## config.mk

```make
export PLATFORM = sky130hd
export DESIGN_NAME = hbus_ctrl_top
export DESIGN_NICKNAME = d
export VERILOG_FILES = /design/src/hdl/hbus_pkg.sv /design/src/hdl/hbus_ctrl_top.sv /design/src/hdl/hbus_read_capture.sv /design/src/hdl/hbus_sequencer.sv /design/src/hdl/hbus_req_decode.sv
export SDC_FILE = /design/constraint.sdc
export NUM_CORES = 1
export LEC_CHECK = 0
export BUFFER_PORTS_ARGS = -buffer_cell sky130_fd_sc_hd__clkbuf_2
export CAP_MARGIN = 20
export CORE_ASPECT_RATIO = 1.5
export CORE_MARGIN = 3
export CORE_UTILIZATION = 25
export DETAILED_ROUTE_END_ITERATION = 8
export GPL_TIMING_DRIVEN = 0
export MAX_ROUTING_LAYER = met4
export SLEW_MARGIN = 20
export SYNTH_ARGS = -nofsm -noshare
export SYNTH_HDL_FRONTEND = slang
export SYNTH_SLANG_ARGS = --single-unit
```

## constraint.sdc

```tcl
create_clock -name clk -period 6.65 [get_ports clk]
set_input_delay 0.3325 -clock clk [delete_from_list [all_inputs] [get_ports clk]]
set_output_delay 0.3325 -clock clk [all_outputs]
set_load 0.01 [all_outputs]
```

## src/hdl/hbus_pkg.sv

```systemverilog
// HyperBus controller package with opcodes, sequencer states and transaction structs
`default_nettype none

package hbus_pkg;

    // Host opcode, encoded to match the CA read/write bit
    typedef enum logic {
        OP_WRITE = 1'b0,
        OP_READ  = 1'b1
    } hbus_op_e;

    // Host request as presented on the credit channel
    typedef struct packed {
        hbus_op_e    op;
        logic        reg_space;
        logic [31:0] addr;
        logic [15:0] wdata;
        // Set bit leaves that byte untouched
        logic [1:0]  wmask;
    } hbus_req_t;

    // 48-bit command/address word, sent upper half first
    typedef struct packed {
        logic        rw;
        logic        addr_space;
        logic        burst_linear;
        logic [28:0] row_addr;
        logic [12:0] reserved;
        logic [2:0]  col_addr;
    } hbus_ca_t;

    typedef struct packed {
        hbus_op_e    op;
        hbus_ca_t    ca;
        logic [15:0] wdata;
        logic [1:0]  wmask;
    } hbus_cmd_t;

    typedef struct packed {
        logic [15:0] rdata;
        logic        timeout;
    } hbus_rsp_t;

    typedef enum logic [2:0] {
        ST_RESET,
        ST_IDLE,
        ST_COMMAND,
        ST_LATENCY,
        ST_WRITE,
        ST_READ,
        ST_RECOVER
    } seq_state_e;

endpackage

`default_nettype wire
```

## src/hdl/hbus_ctrl_top.sv

```systemverilog
// HyperBus controller top joining request decode, bus sequencer and read capture
`timescale 1ns/1ns
`default_nettype none

module hbus_ctrl_top
    import hbus_pkg::*;
#(
    parameter int CMD_DEPTH    = 4,
    parameter int TACC_COUNT   = 5,
    parameter int RESET_COUNT  = 2,
    parameter int READ_TIMEOUT = 16
) (
    input  wire         clk,
    input  wire         rst,
    // Host side
    input  wire         req_valid_i,
    input  wire         hbus_req_t req_i,
    output logic        credit_o,
    output logic        rsp_valid_o,
    output hbus_rsp_t   rsp_o,
    // Split DDR bus, two half-cycles per clk
    output logic        hbus_ck_en_o,
    output logic        hbus_csn_o,
    output logic        hbus_rstn_o,
    output logic [15:0] hbus_dq_o,
    output logic        hbus_dq_oe_o,
    input  wire  [15:0] hbus_dq_i,
    output logic [1:0]  hbus_rwds_o,
    output logic        hbus_rwds_oe_o,
    input  wire  [1:0]  hbus_rwds_i
);

    logic      cmd_valid;
    logic      cmd_take;
    hbus_cmd_t cmd;
    logic      rd_window;
    logic      rd_done;

    hbus_req_decode #(
        .CMD_DEPTH(CMD_DEPTH)
    ) i_decode (
        .clk        (clk),
        .rst        (rst),
        .req_valid_i(req_valid_i),
        .req_i      (req_i),
        .cmd_take_i (cmd_take),
        .cmd_valid_o(cmd_valid),
        .cmd_o      (cmd),
        .credit_o   (credit_o)
    );

    hbus_sequencer #(
        .TACC_COUNT (TACC_COUNT),
        .RESET_COUNT(RESET_COUNT)
    ) i_sequencer (
        .clk           (clk),
        .rst           (rst),
        .cmd_valid_i   (cmd_valid),
        .cmd_i         (cmd),
        .hbus_rwds_i   (hbus_rwds_i),
        .rd_done_i     (rd_done),
        .cmd_take_o    (cmd_take),
        .rd_window_o   (rd_window),
        .hbus_ck_en_o  (hbus_ck_en_o),
        .hbus_csn_o    (hbus_csn_o),
        .hbus_rstn_o   (hbus_rstn_o),
        .hbus_dq_o     (hbus_dq_o),
        .hbus_dq_oe_o  (hbus_dq_oe_o),
        .hbus_rwds_o   (hbus_rwds_o),
        .hbus_rwds_oe_o(hbus_rwds_oe_o)
    );

    hbus_read_capture #(
        .READ_TIMEOUT(READ_TIMEOUT)
    ) i_read_capture (
        .clk        (clk),
        .rst        (rst),
        .rd_window_i(rd_window),
        .hbus_dq_i  (hbus_dq_i),
        .hbus_rwds_i(hbus_rwds_i),
        .rd_done_o  (rd_done),
        .rsp_valid_o(rsp_valid_o),
        .rsp_o      (rsp_o)
    );

endmodule

`default_nettype wire

```

## src/hdl/hbus_read_capture.sv

```systemverilog
// Read capture taking the strobed DQ word or reporting a read timeout
`timescale 1ns/1ns
`default_nettype none

module hbus_read_capture
    import hbus_pkg::*;
#(
    parameter int READ_TIMEOUT = 16
) (
    input  wire        clk,
    input  wire        rst,
    input  wire        rd_window_i,
    input  wire [15:0] hbus_dq_i,
    input  wire [1:0]  hbus_rwds_i,
    output logic       rd_done_o,
    output logic       rsp_valid_o,
    output hbus_rsp_t  rsp_o
);

    localparam int TMO_W = $clog2(READ_TIMEOUT + 1);

    logic [TMO_W-1:0] wait_cnt;
    logic             done_q;
    logic             armed;
    logic             strobe;
    logic             expired;

    // Valid strobe is high on the first half cycle, low on the second
    assign strobe  = (hbus_rwds_i == 2'b10);
    assign expired = (wait_cnt == TMO_W'(READ_TIMEOUT - 1));
    // Window stays open one cycle after done while the sequencer reacts
    assign armed   = rd_window_i && !done_q;

    assign rd_done_o   = done_q;
    assign rsp_valid_o = done_q;

    always_ff @(posedge clk or posedge rst) begin
        if (rst) begin
            wait_cnt <= '0;
            done_q   <= 1'b0;
        end else begin
            done_q <= armed && (strobe || expired);
            if (armed && !strobe && !expired) begin
                wait_cnt <= wait_cnt + 1'b1;
            end else begin
                wait_cnt <= '0;
            end
        end
    end

    always_ff @(posedge clk) begin
        if (armed && strobe) begin
            rsp_o.rdata   <= hbus_dq_i;
            rsp_o.timeout <= 1'b0;
        end else if (armed && expired) begin
            rsp_o.rdata   <= 16'h0000;
            rsp_o.timeout <= 1'b1;
        end
    end

endmodule

`default_nettype wire

```

## src/hdl/hbus_sequencer.sv

```systemverilog
// HyperBus sequencer driving device reset, command, latency and single-word transfers
`timescale 1ns/1ns
`default_nettype none

module hbus_sequencer
    import hbus_pkg::*;
#(
    parameter int TACC_COUNT  = 5,
    parameter int RESET_COUNT = 2
) (
    input  wire         clk,
    input  wire         rst,
    input  wire         cmd_valid_i,
    input  wire         hbus_cmd_t cmd_i,
    input  wire  [1:0]  hbus_rwds_i,
    input  wire         rd_done_i,
    output logic        cmd_take_o,
    output logic        rd_window_o,
    output logic        hbus_ck_en_o,
    output logic        hbus_csn_o,
    output logic        hbus_rstn_o,
    output logic [15:0] hbus_dq_o,
    output logic        hbus_dq_oe_o,
    output logic [1:0]  hbus_rwds_o,
    output logic        hbus_rwds_oe_o
);

    // Counter must cover the reset length and the doubled latency
    localparam int CNT_MAX = (2 * TACC_COUNT > RESET_COUNT) ? 2 * TACC_COUNT : RESET_COUNT;
    localparam int CNT_W   = $clog2(CNT_MAX + 1);

    seq_state_e       state;
    logic [CNT_W-1:0] count;
    logic             extra_lat;
    logic             rwds_high;
    logic             bus_active;
    logic [47:0]      ca_sr;
    hbus_op_e         op_q;
    logic [15:0]      wdata_q;
    logic [1:0]       wmask_q;

    // Device asks for double latency by holding RWDS high during CA
    assign rwds_high   = (hbus_rwds_i == 2'b11);
    assign cmd_take_o  = (state == ST_IDLE) && cmd_valid_i;
    assign rd_window_o = (state == ST_READ);
    assign bus_active  = state inside {ST_COMMAND, ST_LATENCY, ST_WRITE, ST_READ};

    assign hbus_ck_en_o = bus_active;
    assign hbus_csn_o   = !bus_active;
    assign hbus_rstn_o  = (state != ST_RESET);

    always_comb begin
        hbus_dq_o      = 16'h0000;
        hbus_dq_oe_o   = 1'b0;
        hbus_rwds_o    = 2'b00;
        hbus_rwds_oe_o = 1'b0;
        case (state)
            ST_COMMAND: begin
                hbus_dq_o    = ca_sr[47:32];
                hbus_dq_oe_o = 1'b1;
            end
            ST_WRITE: begin
                hbus_dq_o      = wdata_q;
                hbus_dq_oe_o   = 1'b1;
                hbus_rwds_o    = wmask_q;
                hbus_rwds_oe_o = 1'b1;
            end
            default: begin
            end
        endcase
    end

    // Command payload, CA shifts up one word per command cycle
    always_ff @(posedge clk) begin
        if (cmd_take_o) begin
            ca_sr   <= cmd_i.ca;
            op_q    <= cmd_i.op;
            wdata_q <= cmd_i.wdata;
            wmask_q <= cmd_i.wmask;
        end else if (state == ST_COMMAND) begin
            ca_sr <= ca_sr << 16;
        end
    end

    always_ff @(posedge clk or posedge rst) begin
        if (rst) begin
            state     <= ST_RESET;
            count     <= CNT_W'(RESET_COUNT);
            extra_lat <= 1'b0;
        end else begin
            case (state)
                ST_RESET: begin
                    if (count == '0) begin
                        state <= ST_IDLE;
                    end else begin
                        count <= count - 1'b1;
                    end
                end
                ST_IDLE: begin
                    if (cmd_take_o) begin
                        // Three cycles for 48 bits of CA
                        count     <= CNT_W'(2);
                        extra_lat <= 1'b0;
                        state     <= ST_COMMAND;
                    end
                end
                ST_COMMAND: begin
                    extra_lat <= extra_lat | rwds_high;
                    if (count == '0) begin
                        count <= (extra_lat || rwds_high) ? CNT_W'(2 * TACC_COUNT - 1)
                                                          : CNT_W'(TACC_COUNT - 1);
                        state <= ST_LATENCY;
                    end else begin
                        count <= count - 1'b1;
                    end
                end
                ST_LATENCY: begin
                    if (count == '0) begin
                        state <= (op_q == OP_READ) ? ST_READ : ST_WRITE;
                    end else begin
                        count <= count - 1'b1;
                    end
                end
                ST_WRITE: state <= ST_RECOVER;
                ST_READ: begin
                    if (rd_done_i) begin
                        state <= ST_RECOVER;
                    end
                end
                ST_RECOVER: state <= ST_IDLE;
                default: begin
                    count <= CNT_W'(RESET_COUNT);
                    state <= ST_RESET;
                end
            endcase
        end
    end

    // Chip select stays high in reset and idle and in the cycle before them
    a_csn_high_idle: assert property (
        @(posedge clk) disable iff (rst) (state inside {ST_RESET, ST_IDLE})
            |-> (hbus_csn_o && !hbus_ck_en_o && $past(hbus_csn_o))
    ) else $error("hbus_sequencer: chip select active outside a transaction");

    // Device owns DQ and RWDS for the whole read and the bus is released a cycle before it
    a_no_drive_in_read: assert property (
        @(posedge clk) disable iff (rst) (state == ST_READ)
            |-> !(hbus_dq_oe_o || hbus_rwds_oe_o || $past(hbus_dq_oe_o))
    ) else $error("hbus_sequencer: bus driven during read");

endmodule

`default_nettype wire

```

## src/hdl/hbus_req_decode.sv

```systemverilog
// Request decoder holding host requests in a credit-counted FIFO and forming CA words
`timescale 1ns/1ns
`default_nettype none

module hbus_req_decode
    import hbus_pkg::*;
#(
    parameter int CMD_DEPTH = 4
) (
    input  wire       clk,
    input  wire       rst,
    input  wire       req_valid_i,
    input  wire       hbus_req_t req_i,
    input  wire       cmd_take_i,
    output logic      cmd_valid_o,
    output hbus_cmd_t cmd_o,
    output logic      credit_o
);

    localparam int PTR_W = (CMD_DEPTH > 1) ? $clog2(CMD_DEPTH) : 1;
    localparam int CNT_W = $clog2(CMD_DEPTH + 1);

    hbus_cmd_t        mem [CMD_DEPTH];
    hbus_cmd_t        new_cmd;
    logic [PTR_W-1:0] wr_ptr;
    logic [PTR_W-1:0] rd_ptr;
    logic [CNT_W-1:0] count;
    logic             full;
    logic             push;
    logic             pop;

    // Build the command from the request
    always_comb begin
        new_cmd                 = '0;
        new_cmd.op              = req_i.op;
        new_cmd.ca.rw           = (req_i.op == OP_READ);
        new_cmd.ca.addr_space   = req_i.reg_space;
        new_cmd.ca.burst_linear = 1'b1;
        new_cmd.ca.row_addr     = req_i.addr[31:3];
        new_cmd.ca.reserved     = 13'd0;
        new_cmd.ca.col_addr     = req_i.addr[2:0];
        new_cmd.wdata           = req_i.wdata;
        new_cmd.wmask           = req_i.wmask;
    end

    assign full        = (count == CNT_W'(CMD_DEPTH));
    assign cmd_valid_o = (count != '0);
    assign pop         = cmd_take_i && cmd_valid_o;
    assign push        = req_valid_i && (!full || pop);
    assign cmd_o       = mem[rd_ptr];
    // Each entry handed to the sequencer returns one credit
    assign credit_o    = pop;

    always_ff @(posedge clk) begin
        if (push) begin
            mem[wr_ptr] <= new_cmd;
        end
    end

    always_ff @(posedge clk or posedge rst) begin
        if (rst) begin
            wr_ptr <= '0;
            rd_ptr <= '0;
            count  <= '0;
        end else begin
            if (push) begin
                wr_ptr <= (wr_ptr == PTR_W'(CMD_DEPTH - 1)) ? '0 : wr_ptr + 1'b1;
            end
            if (pop) begin
                rd_ptr <= (rd_ptr == PTR_W'(CMD_DEPTH - 1)) ? '0 : rd_ptr + 1'b1;
            end
            case ({push, pop})
                2'b10:   count <= count + 1'b1;
                2'b01:   count <= count - 1'b1;
                default: count <= count;
            endcase
        end
    end

    // Host credit accounting must keep requests out of a full FIFO
    a_no_push_when_full: assert property (
        @(posedge clk) disable iff (rst) (req_valid_i && full) |-> pop
    ) else $error("hbus_req_decode: request without credit, FIFO full");

endmodule

`default_nettype wire

```

==> results of run 1 <==
-- placed cells by master (no fill, tap or decap), types with 4 or more instances in the layout --
cell type	n
nor2_1	11
o21ai_0	4
clkbuf_16	30
o21ai_1	4
buf_2	14
mux2i_1	4
buf_12	4
clkbuf_1	10
xnor2_1	4
and2_4	4
buf_4	5
mux4_2	52
inv_1	14
and2_1	19
clkbuf_2	113
a31oi_1	5
a22o_1	16
nand2_1	61
edfxtp_1	278
dfrtp_1	20
and3_1	18
dlygate4sd3_1	61
clkinv_2	5
ha_1	11
clkinv_1	13
-- worst register-to-register path: stages (launching register included) --
cell,delay (ns)
dfrtp_1,0.50
nor3b_4,0.40
nand2_2,0.21
inv_2,0.15
buf_2,0.66
nand2_1,0.16
nand2_1,0.16
-- what timing repair did --
| item | CTS | global route |
|---|---|---|
| endpoints found under the setup margin | 0 | 0 |
| hold buffers | 61 | 0 |
| hold endpoints to repair | 236 | 0 |
-- worst paths after layout --
path                                       startpoint                         end  cells after the start
setup / recovery                 i_sequencer.state[2]                    credit_o                      5
hold / removal                          hbus_dq_i[11]    i_read_capture.rsp_o[12]                      2
setup reg to reg                 i_sequencer.state[2]       i_sequencer.ca_sr[38]                      6
hold reg to reg            i_read_capture.wait_cnt[0]  i_read_capture.wait_cnt[0]                      1
max in group asynchronous                         rst          i_decode.rd_ptr[1]                      3
min in group asynchronous                         rst    i_read_capture.rd_done_o                      3
-- cells in the mapped netlist, types with 3 or more instances --
cell / n / area, sq um
dfrtp_1: 20 / 500
clkbuf_1: 8 / 30.0
nor3b_4: 3 / 56.3
nor2b_1: 3 / 18.8
inv_1: 14 / 52.6
xor2_1: 3 / 26.3
and3_1: 18 / 113
a22o_1: 16 / 140
mux4_2: 52 / 1170
mux2i_1: 4 / 40.0
nand2_1: 61 / 229
buf_2: 14 / 70.1
a31oi_1: 5 / 31.3
o21ai_0: 4 / 20.0
ha_1: 11 / 138
edfxtp_1: 278 / 8350
buf_4: 5 / 37.5
buf_6: 3 / 33.8
nand2b_1: 3 / 18.8
o21ai_1: 4 / 20.0
inv_2: 3 / 11.3
nor2_1: 12 / 45.0
and2_1: 23 / 144
xnor2_1: 4 / 35.0
a21oi_1: 3 / 15.0
-- metal layers --
layer	track usage (%)	part of all wire, %	vias up
met5	-	0	-
met4	3.68	3.0	0
met3	2.02	5.3	41
met2	18.4	52	168
met1	12.0	39	3080
li1	-	-	2852
-- cell families after synthesis --
group           synth area share [%]
fa+ha+maj                       1.35
simple gates                    6.33
xor+xnor                       0.523
mux                             10.3
compound gates                  3.57
buf+inv                         2.01
flops                           75.9
-- where the power goes --
group	internal, mW	switching (mW)
Sequential	2.65	0.160
Clock	0.863	0.696
Combinational	0.788	1.04
Total	4.30	1.90
-- registers in the layout (all words and copies together) (netlist names) --
signal,flops
i_decode.count,3
i_decode.mem,208
i_decode.rd_ptr,2
i_decode.wr_ptr,2
i_read_capture.rd_done_o,1
i_read_capture.rsp_o,17
i_read_capture.wait_cnt,5
i_sequencer.ca_sr,35
i_sequencer.count,4
i_sequencer.extra_lat,1
i_sequencer.op_q,1
i_sequencer.state,3
i_sequencer.wdata_q,16
i_sequencer.wmask_q,2
-- metrics by stage --
stage | utilization [%] | instances
after global placement | 28.3 | 1315
after CTS | 31.9 | 1435
final | 31.9 | 1438
after detailed placement | 28.6 | 1320
after global routing | 31.9 | 1438
after floorplan | - | 614
-- layout make-up --
cell class | instances | area share, %
antenna | 3 | 0.0512
sequential | 300 | 60.6
clock buffer | 32 | 5.17
timing repair buffer | 179 | 8.75
inverter | 17 | 0.435
buffer | 30 | 1.17
clock inverter | 22 | 1.05
multi-input combinational | 267 | 17.8
tap | 588 | 5.01
==> impl_metrics.toml, run 1 <==
[global_routing]
grt_pass1_wl_um = 39200
grt_max_degree = 32
track_usage_pct = 10.5
antenna_found_initial = 3
grt.overflow.total = 0
grt_pass1_vias = 6629

[cells_and_area]
area_growth_pct = 25.2
fin_nets = 910
drive_above_1_share_pct = 30.1
post-route-cell-area_sq_um = 14700
fillers = 4475
multi_input_area_sq_um = 2610
seq_area_sq_um = 8890

[timing]
hold_viol = 0
relSlewSlack_pct = 42.5
timing.hold.ws_ns = 0.0370
skew_ns = 0.0302
tns_ns = 0
period_share_pct = 46.6
slew_viol_final = 0
min_period_ns = 3.10
grt_setup_unrepaired = "false"
finalWorstSetupSlack_ns = 3.55
worstMarginPinSlew_ns = 0.862
fmax_mhz = 323
final-setup-viol-count = 0

[setup_path]
crit_required_ns = 6.32
crit_path_end_kind = "primary output"
regToRegSetupSlack_ns = 4.26
worstPathMaxFanout = 29
start_kind = "register"
crit_family = "buffers and inverters"
cpMaxStageDelayCell = "buf_2"
cpPeakStageDelay_ns = 0.66
worst-path-buf-inv = 3
cp_data_arrival_time_ns = 2.76
critical_path.cell_chain = "nor3b_4, nand2_2, inv_2, buf_2, clkbuf_2"
critPathKind = "reg2out"

[clock_network]
cts-root-buf = "clkbuf_16"
clockBufferDepth = 3
cts_resized = 0
cts_tree = "yes"
cts_buffers = 30
clock-sinks = 300
clkSlewWorstSetupHoldPaths_ns = 0.06
clock_latency_ns = 0.58
cts_setup_buffers = 0
cts_max_level = 1

[routing]
ant_nets = 0
drt-total-wl_um = 25600
vias_per_cell = 4.27
wire_per_inst_um = 17.8
firstDrtPassIters = 5
dr_total_vias = 6141
drt_iter0_markers = 410
drc = 0

[die]
die_h_um = 271
start_util_pct = 25.5
fp.dieW_um = 183
core-area_sq_um = 46000
pin_count = 115
dieArea_sq_um = 49600
fp-row-count = 96

[synthesis]
synth_enable_flop_cells = 278
synth_area_sq_um = 11700
synthCells = 614
ys.flop_type = "edfxtp_1"
synth_seq_area_share_pct = 75.9
synth-seq-cells = 300
synth_warnings = 0
synthDistinctLibCells = 59
synthArstFlopShare_pct = 7.00
syn_nets = 699
synth.avg_cell_area_sq_um = 19.1

[place]
place_area_sq_um = 13100
dp_hpwl_um = 17100
pre_cts_ws_ns = 4.14
port_buffers = 113
gp_congestion = 0.742

[power_and_ir_drop]
peakVddDrop_mv = 0.193
p_leak_nw = 5.24
cellPowerDensity_nw_per_um2 = 423
power.total_mw = 6.20

[outcome]
outcome = "completed"

[worst_hold_path]
hp-class = "in2reg"

[job]
maxCapViolations = 0
(Power assumes the default switching activity.)
==> run 2, diff against run 1 <==
- clock period: 6.65 -> 2.5 ns (I/O delays scaled with it)
==> impl_metrics.toml, run 2 (synthesized netlist as in run 1, its figures left out) <==
[outcome]
outcome = "completed"

[job]
maxCapViolations = 0

[setup_path]
cp_data_arrival_time_ns = 2.31
crit_required_ns = 2.38
reg2reg_from = "i_decode.rd_ptr[1]"
crit_path_end_kind = "primary output"
crit_top_cell = "clkbuf_2"
critical_path.cell_chain = "inv_2, nor3_1, clkbuf_2, a22o_1, clkbuf_2"
cpPeakStageDelay_ns = 0.57
critPathKind = "reg2out"
start_kind = "register"
worstPathMaxFanout = 10
crit_start = "i_sequencer.state[2]"
cpMaxStageDelayCell = "dfrtp_1"

[clock_network]
clockBufferDepth = 3
clock-sinks = 300
cts_buffers = 30
cts-root-buf = "clkbuf_16"
clkSlewWorstSetupHoldPaths_ns = 0.06
cts_tree = "yes"
clock_latency_ns = 0.57
cts_max_level = 1

[cells_and_area]
drive_above_1_share_pct = 30.1
layout_common_cells = "edfxtp_1 (278), clkbuf_2 (114), dlygate4sd3_1 (72), nand2_1 (61), mux4_2 (52)"
top_regs = "i_decode.mem x208, i_sequencer.ca_sr x35, i_read_capture.rsp_o x17"
fin_nets = 922
post-route-cell-area_sq_um = 14900
top_register = "i_decode.mem"
fin_util_pct = 32.4
area_growth_pct = 27.1
layout_commonest_cell = "edfxtp_1"
largest_reg_flops = 208

[power_and_ir_drop]
peakVddDrop_mv = 0.501
p_leak_nw = 5.33
power.total_mw = 16.8
cellPowerDensity_nw_per_um2 = 1130

[place]
dp_hpwl_um = 17300
place_area_sq_um = 13200
port_buffers = 113
gp_congestion = 0.735

[routing]
dr_total_vias = 6177
ant_nets = 0
firstDrtPassIters = 4
vias_per_cell = 4.25
drt-total-wl_um = 25600
wire_per_inst_um = 17.6
drt_iter0_markers = 359
drc = 0

[die]
dieArea_sq_um = 49600
pin_count = 115
fp.dieW_um = 183
start_util_pct = 25.5
die_h_um = 271
core-area_sq_um = 46000
fp-row-count = 96

[timing]
slew_viol_final = 0
hold_viol = 0
relSlewSlack_pct = 39.9
fmax_mhz = 410
timing.hold.ws_ns = 0.0908
period_share_pct = 97.4
min_period_ns = 2.44
worstMarginPinSlew_ns = 0.900
final-setup-viol-count = 0
skew_ns = 0.0356
grt_setup_unrepaired = "false"

[worst_hold_path]
hp-start = "req_valid_i"
hp-class = "in2reg"

[global_routing]
grt_max_degree = 40
antenna_found_initial = 4
grt_pass1_vias = 6681
grt_pass1_wl_um = 39100
grt.overflow.total = 0
track_usage_pct = 10.5
run 2: report_power, final:
| part | internal (mW) | switching (mW) |
|---|---|---|
| registers | 7.04 | 0.403 |
| logic | 2.16 | 2.81 |
| clock network | 2.58 | 1.80 |
| total | 11.8 | 5.01 |
run 2: layout make-up:
type | instances | area (sq um)
diodes | 4 | 10.0
plain buffers | 30 | 181
clock buffers | 42 | 816
clock inverters | 14 | 154
fillers | 4455 | 31100
inverters | 17 | 63.8
multi-input cells | 267 | 2610
flip-flops and latches | 300 | 8890
well taps | 588 | 736
repair buffers | 191 | 1430
run 2: what timing repair did:
item,4_1_cts,5_1_grt
setup endpoints to repair,7,4
cloned,0,0
setup buffers,0,1
hold endpoints to repair,246,0
hold buffers,72,0
gates resized for setup,3,1
pin swaps,0,1
run 2: through the flow:
| stage | TNS, ns | cells | setup slack [ns] |
|---|---|---|---|
| final | 0 | 1453 | 0.0638 |
| after global routing | 0 | 1453 | 0.00471 |
| after CTS | -0.0690 | 1448 | -0.0690 |
| after detailed placement | 0 | 1320 | 0.0484 |
| after global placement | -111.29 | 1315 | -0.552 |
| after floorplan | 0 | 614 | 0.138 |
run 2: final timing paths:
check,endpoint,slack [ns],depth (start not counted)
worst max-delay path,hbus_dq_o[2],0.06,5
worst min-delay path,i_decode.count[1],0.09,3
worst max register to register,i_sequencer.wdata_q[15],0.11,4
worst min register to register,i_read_capture.wait_cnt[0],0.47,1
max in group asynchronous,i_sequencer.count[0],1.63,3
min in group asynchronous,i_decode.count[0],0.29,3
run 2: critical path: cells and delay by family (launching register included):
family                 cells  cell delay (ns)
buffers and inverters      3             0.57
flip-flops                 1             0.57
AND/OR/NAND/NOR            1             0.34
AO/OA/AOI/OAI              1             0.25
run 2: per-layer routing:
metal  vias to the layer above  track usage (%)  part of all wire, %
li1                       2873                -                    -
met1                      3097             12.3                   40
met2                       162             18.5                   52
met3                        45             1.74                  4.8
met4                         0             3.15                  2.6
met5                         -                -                    0
==> run 3, diff against run 2 <==
- ABC_AREA: default -> 1
==> impl_metrics.toml, run 3 <==
[place]
port_buffers = 114
gp_congestion = 0.797
dp_hpwl_um = 21200

[cells_and_area]
area_growth_pct = 27.7
layout_common_cells = "edfxtp_1 (278), nor2_1 (224), clkbuf_2 (114), o21ai_0 (113), dlygate4sd3_1 (72)"
largest_reg_flops = 208
top_regs = "i_decode.mem x208, i_sequencer.ca_sr x35, i_read_capture.rsp_o x17"
fillers = 4533
fin_util_pct = 32.5
fin_nets = 1221
top_register = "i_decode.mem"
drive_above_1_share_pct = 17.8
layout_commonest_cell = "edfxtp_1"

[routing]
drt-total-wl_um = 30600
firstDrtPassIters = 4
dr_total_vias = 7788
wire_per_inst_um = 17.5
vias_per_cell = 4.46
ant_nets = 0
drt_iter0_markers = 621
drc = 0

[global_routing]
antenna_found_initial = 4
track_usage_pct = 12.4
grt_pass1_wl_um = 46300
grt_pass1_vias = 8165
grt_max_degree = 30
grt.overflow.total = 0

[power_and_ir_drop]
comb_power_share_pct = 33.0
peakVddDrop_mv = 0.627
p_leak_nw = 5.54
cellPowerDensity_nw_per_um2 = 1150
p_sw_mw = 6.11
p_clk_share_pct = 23.1
seqPwrFrac_pct = 43.9
p_int_mw = 11.2
switching_share_pct = 35.4

[synthesis]
synth_area_leaders = "edfxtp_1 (71%), nor2_1 (7.3%), o21ai_0 (4.8%), dfrtp_1 (4.3%), inv_1 (1.6%)"
syn_nets = 993
synthDistinctLibCells = 36
synthCells = 908
synth_seq_area_share_pct = 75.7
synth_top_area_cell = "edfxtp_1"
yosysMostFrequentCell = "edfxtp_1"
ys.flop_type = "edfxtp_1"
synth_enable_flop_cells = 278
synth_top_area_share_pct = 71.0
synthArstFlopShare_pct = 7.00
ys_top_cells_by_count = "edfxtp_1 (278), nor2_1 (229), o21ai_0 (113), inv_1 (50), nand2_1 (47)"
synth_warnings = 0
synth_area_sq_um = 11800
synth-seq-cells = 300
synth.avg_cell_area_sq_um = 12.9

[outcome]
outcome = "completed"

[clock_network]
cts_max_level = 1
cts_buffers = 27
cts_tree = "yes"
clkSlewWorstSetupHoldPaths_ns = 0.06
clockBufferDepth = 3
clock-sinks = 300
cts-root-buf = "clkbuf_16"
clock_latency_ns = 0.55

[die]
die_h_um = 272
fp.dieW_um = 183
start_util_pct = 25.5
core-area_sq_um = 46100
dieArea_sq_um = 49700
pin_count = 115
fp-row-count = 96

[setup_path]
worstPathMaxFanout = 10
crit_family = "buffers and inverters"
crit_path_end_kind = "primary output"
crit_required_ns = 2.38
cpMaxStageDelayCell = "dfrtp_1"
crit_top_cell = "inv_2"
cp_data_arrival_time_ns = 2.23
critical_path.cell_chain = "inv_2, nand3_2, inv_2, buf_2, a22o_1, clkbuf_2"
critPathKind = "reg2out"
worst-path-buf-inv = 4
cpPeakStageDelay_ns = 0.48
start_kind = "register"

[timing]
final-setup-viol-count = 0
fmax_mhz = 424
skew_ns = 0.0137
period_share_pct = 94.2
grt_setup_unrepaired = "false"
hold_viol = 0
min_period_ns = 2.36
timing.hold.ws_ns = 0.0621
slew_viol_final = 0
relSlewSlack_pct = 39.4
worstMarginPinSlew_ns = 0.907

[job]
maxCapViolations = 0

[worst_hold_path]
hp-class = "in2reg"
-- run 3: what timing repair did --
action | in CTS | in global routing
setup buffers | 1 | 0
hold buffers | 72 | 0
gates resized for setup | 4 | 3
endpoints found under the setup margin | 86 | 27
pin swaps | 1 | 0
hold endpoints to repair | 246 | 0
-- run 3: worst paths after layout --
path,endpoint,depth (start not counted),from,slack (ns)
min,i_decode.count[0],4,req_valid_i,0.06
max in group asynchronous,i_sequencer.state[1],3,rst,1.55
max reg2reg,i_sequencer.ca_sr[42],6,i_decode.rd_ptr[1],0.25
max,hbus_dq_o[3],6,i_sequencer.state[2],0.14
min in group asynchronous,i_read_capture.wait_cnt[3],3,rst,0.32
min reg2reg,i_read_capture.wait_cnt[0],1,i_read_capture.wait_cnt[0],0.46
-- run 3: power by group through the flow --
stage                     Combinational [mW]  Clock [mW]  Sequential (mW)
after floorplan                         3.25           0             7.53
after global placement                  5.09           0             7.76
after detailed placement                5.60           0             7.70
after CTS                               5.75        4.07             7.59
after global routing                    6.31        4.27             7.68
final                                   5.70        3.98             7.58
-- run 3: area by class of cell --
type | instances | area, sq um | share of cell area, %
inverters | 57 | 214 | 1.43
well taps | 588 | 736 | 4.90
diodes | 5 | 12.5 | 0.0834
repair buffers | 199 | 1610 | 10.7
plain buffers | 43 | 208 | 1.38
clock inverters | 11 | 93.8 | 0.625
multi-input cells | 508 | 2490 | 16.6
clock buffers | 36 | 749 | 4.99
flip-flops and latches | 300 | 8900 | 59.3
-- run 3: worst register-to-register path: cells and delay by family (launching register included) --
| kind | cells | cell delay [ns] |
|---|---|---|
| and+or+nand+nor | 1 | 0.18 |
| DFF | 1 | 0.35 |
| buffers and inverters | 3 | 0.84 |
| AOI/OAI and AO/OA | 2 | 0.60 |
-- run 3: cell families (layout without fill, tap and decap cells) --
group | after synthesis | count (layout) | share of synthesized area (%)
flip-flops | 300 | 300 | 75.7
AND/OR/NAND/NOR | 298 | 298 | 9.92
AO/OA/AOI/OAI | 195 | 195 | 9.27
buffers and inverters | 100 | 346 | 3.54
adder cells (fa/ha/maj) | 12 | 12 | 1.34
other | 0 | 5 | 0
XOR/XNOR | 3 | 3 | 0.224
-- run 3: metrics by stage --
stage / worst slack, ns / cell area (sq um) / TNS [ns] / total power, mW / instances
6_report: 0.144 / 15000 / 0 / 17.3 / 1747
5_1_grt: 0.00654 / 15000 / 0 / 18.3 / 1746
4_1_cts: 0.00930 / 15000 / 0 / 17.4 / 1742
3_5_place_dp: -0.240 / 13400 / -3.81 / 13.3 / 1622
3_3_place_gp: -1.66 / 13100 / -354.65 / 12.9 / 1610
2_1_floorplan: -0.253 / 11800 / -52.70 / 10.8 / 908
-- run 3: per-layer routing --
metal  up-vias  GRT usage [%]  routed length (um)
met3        69           1.97                1680
met1      3785           13.4               11700
met4         0           5.30                1190
met5         -              -                   0
met2       252           22.6               16100
li1       3682              -                   -
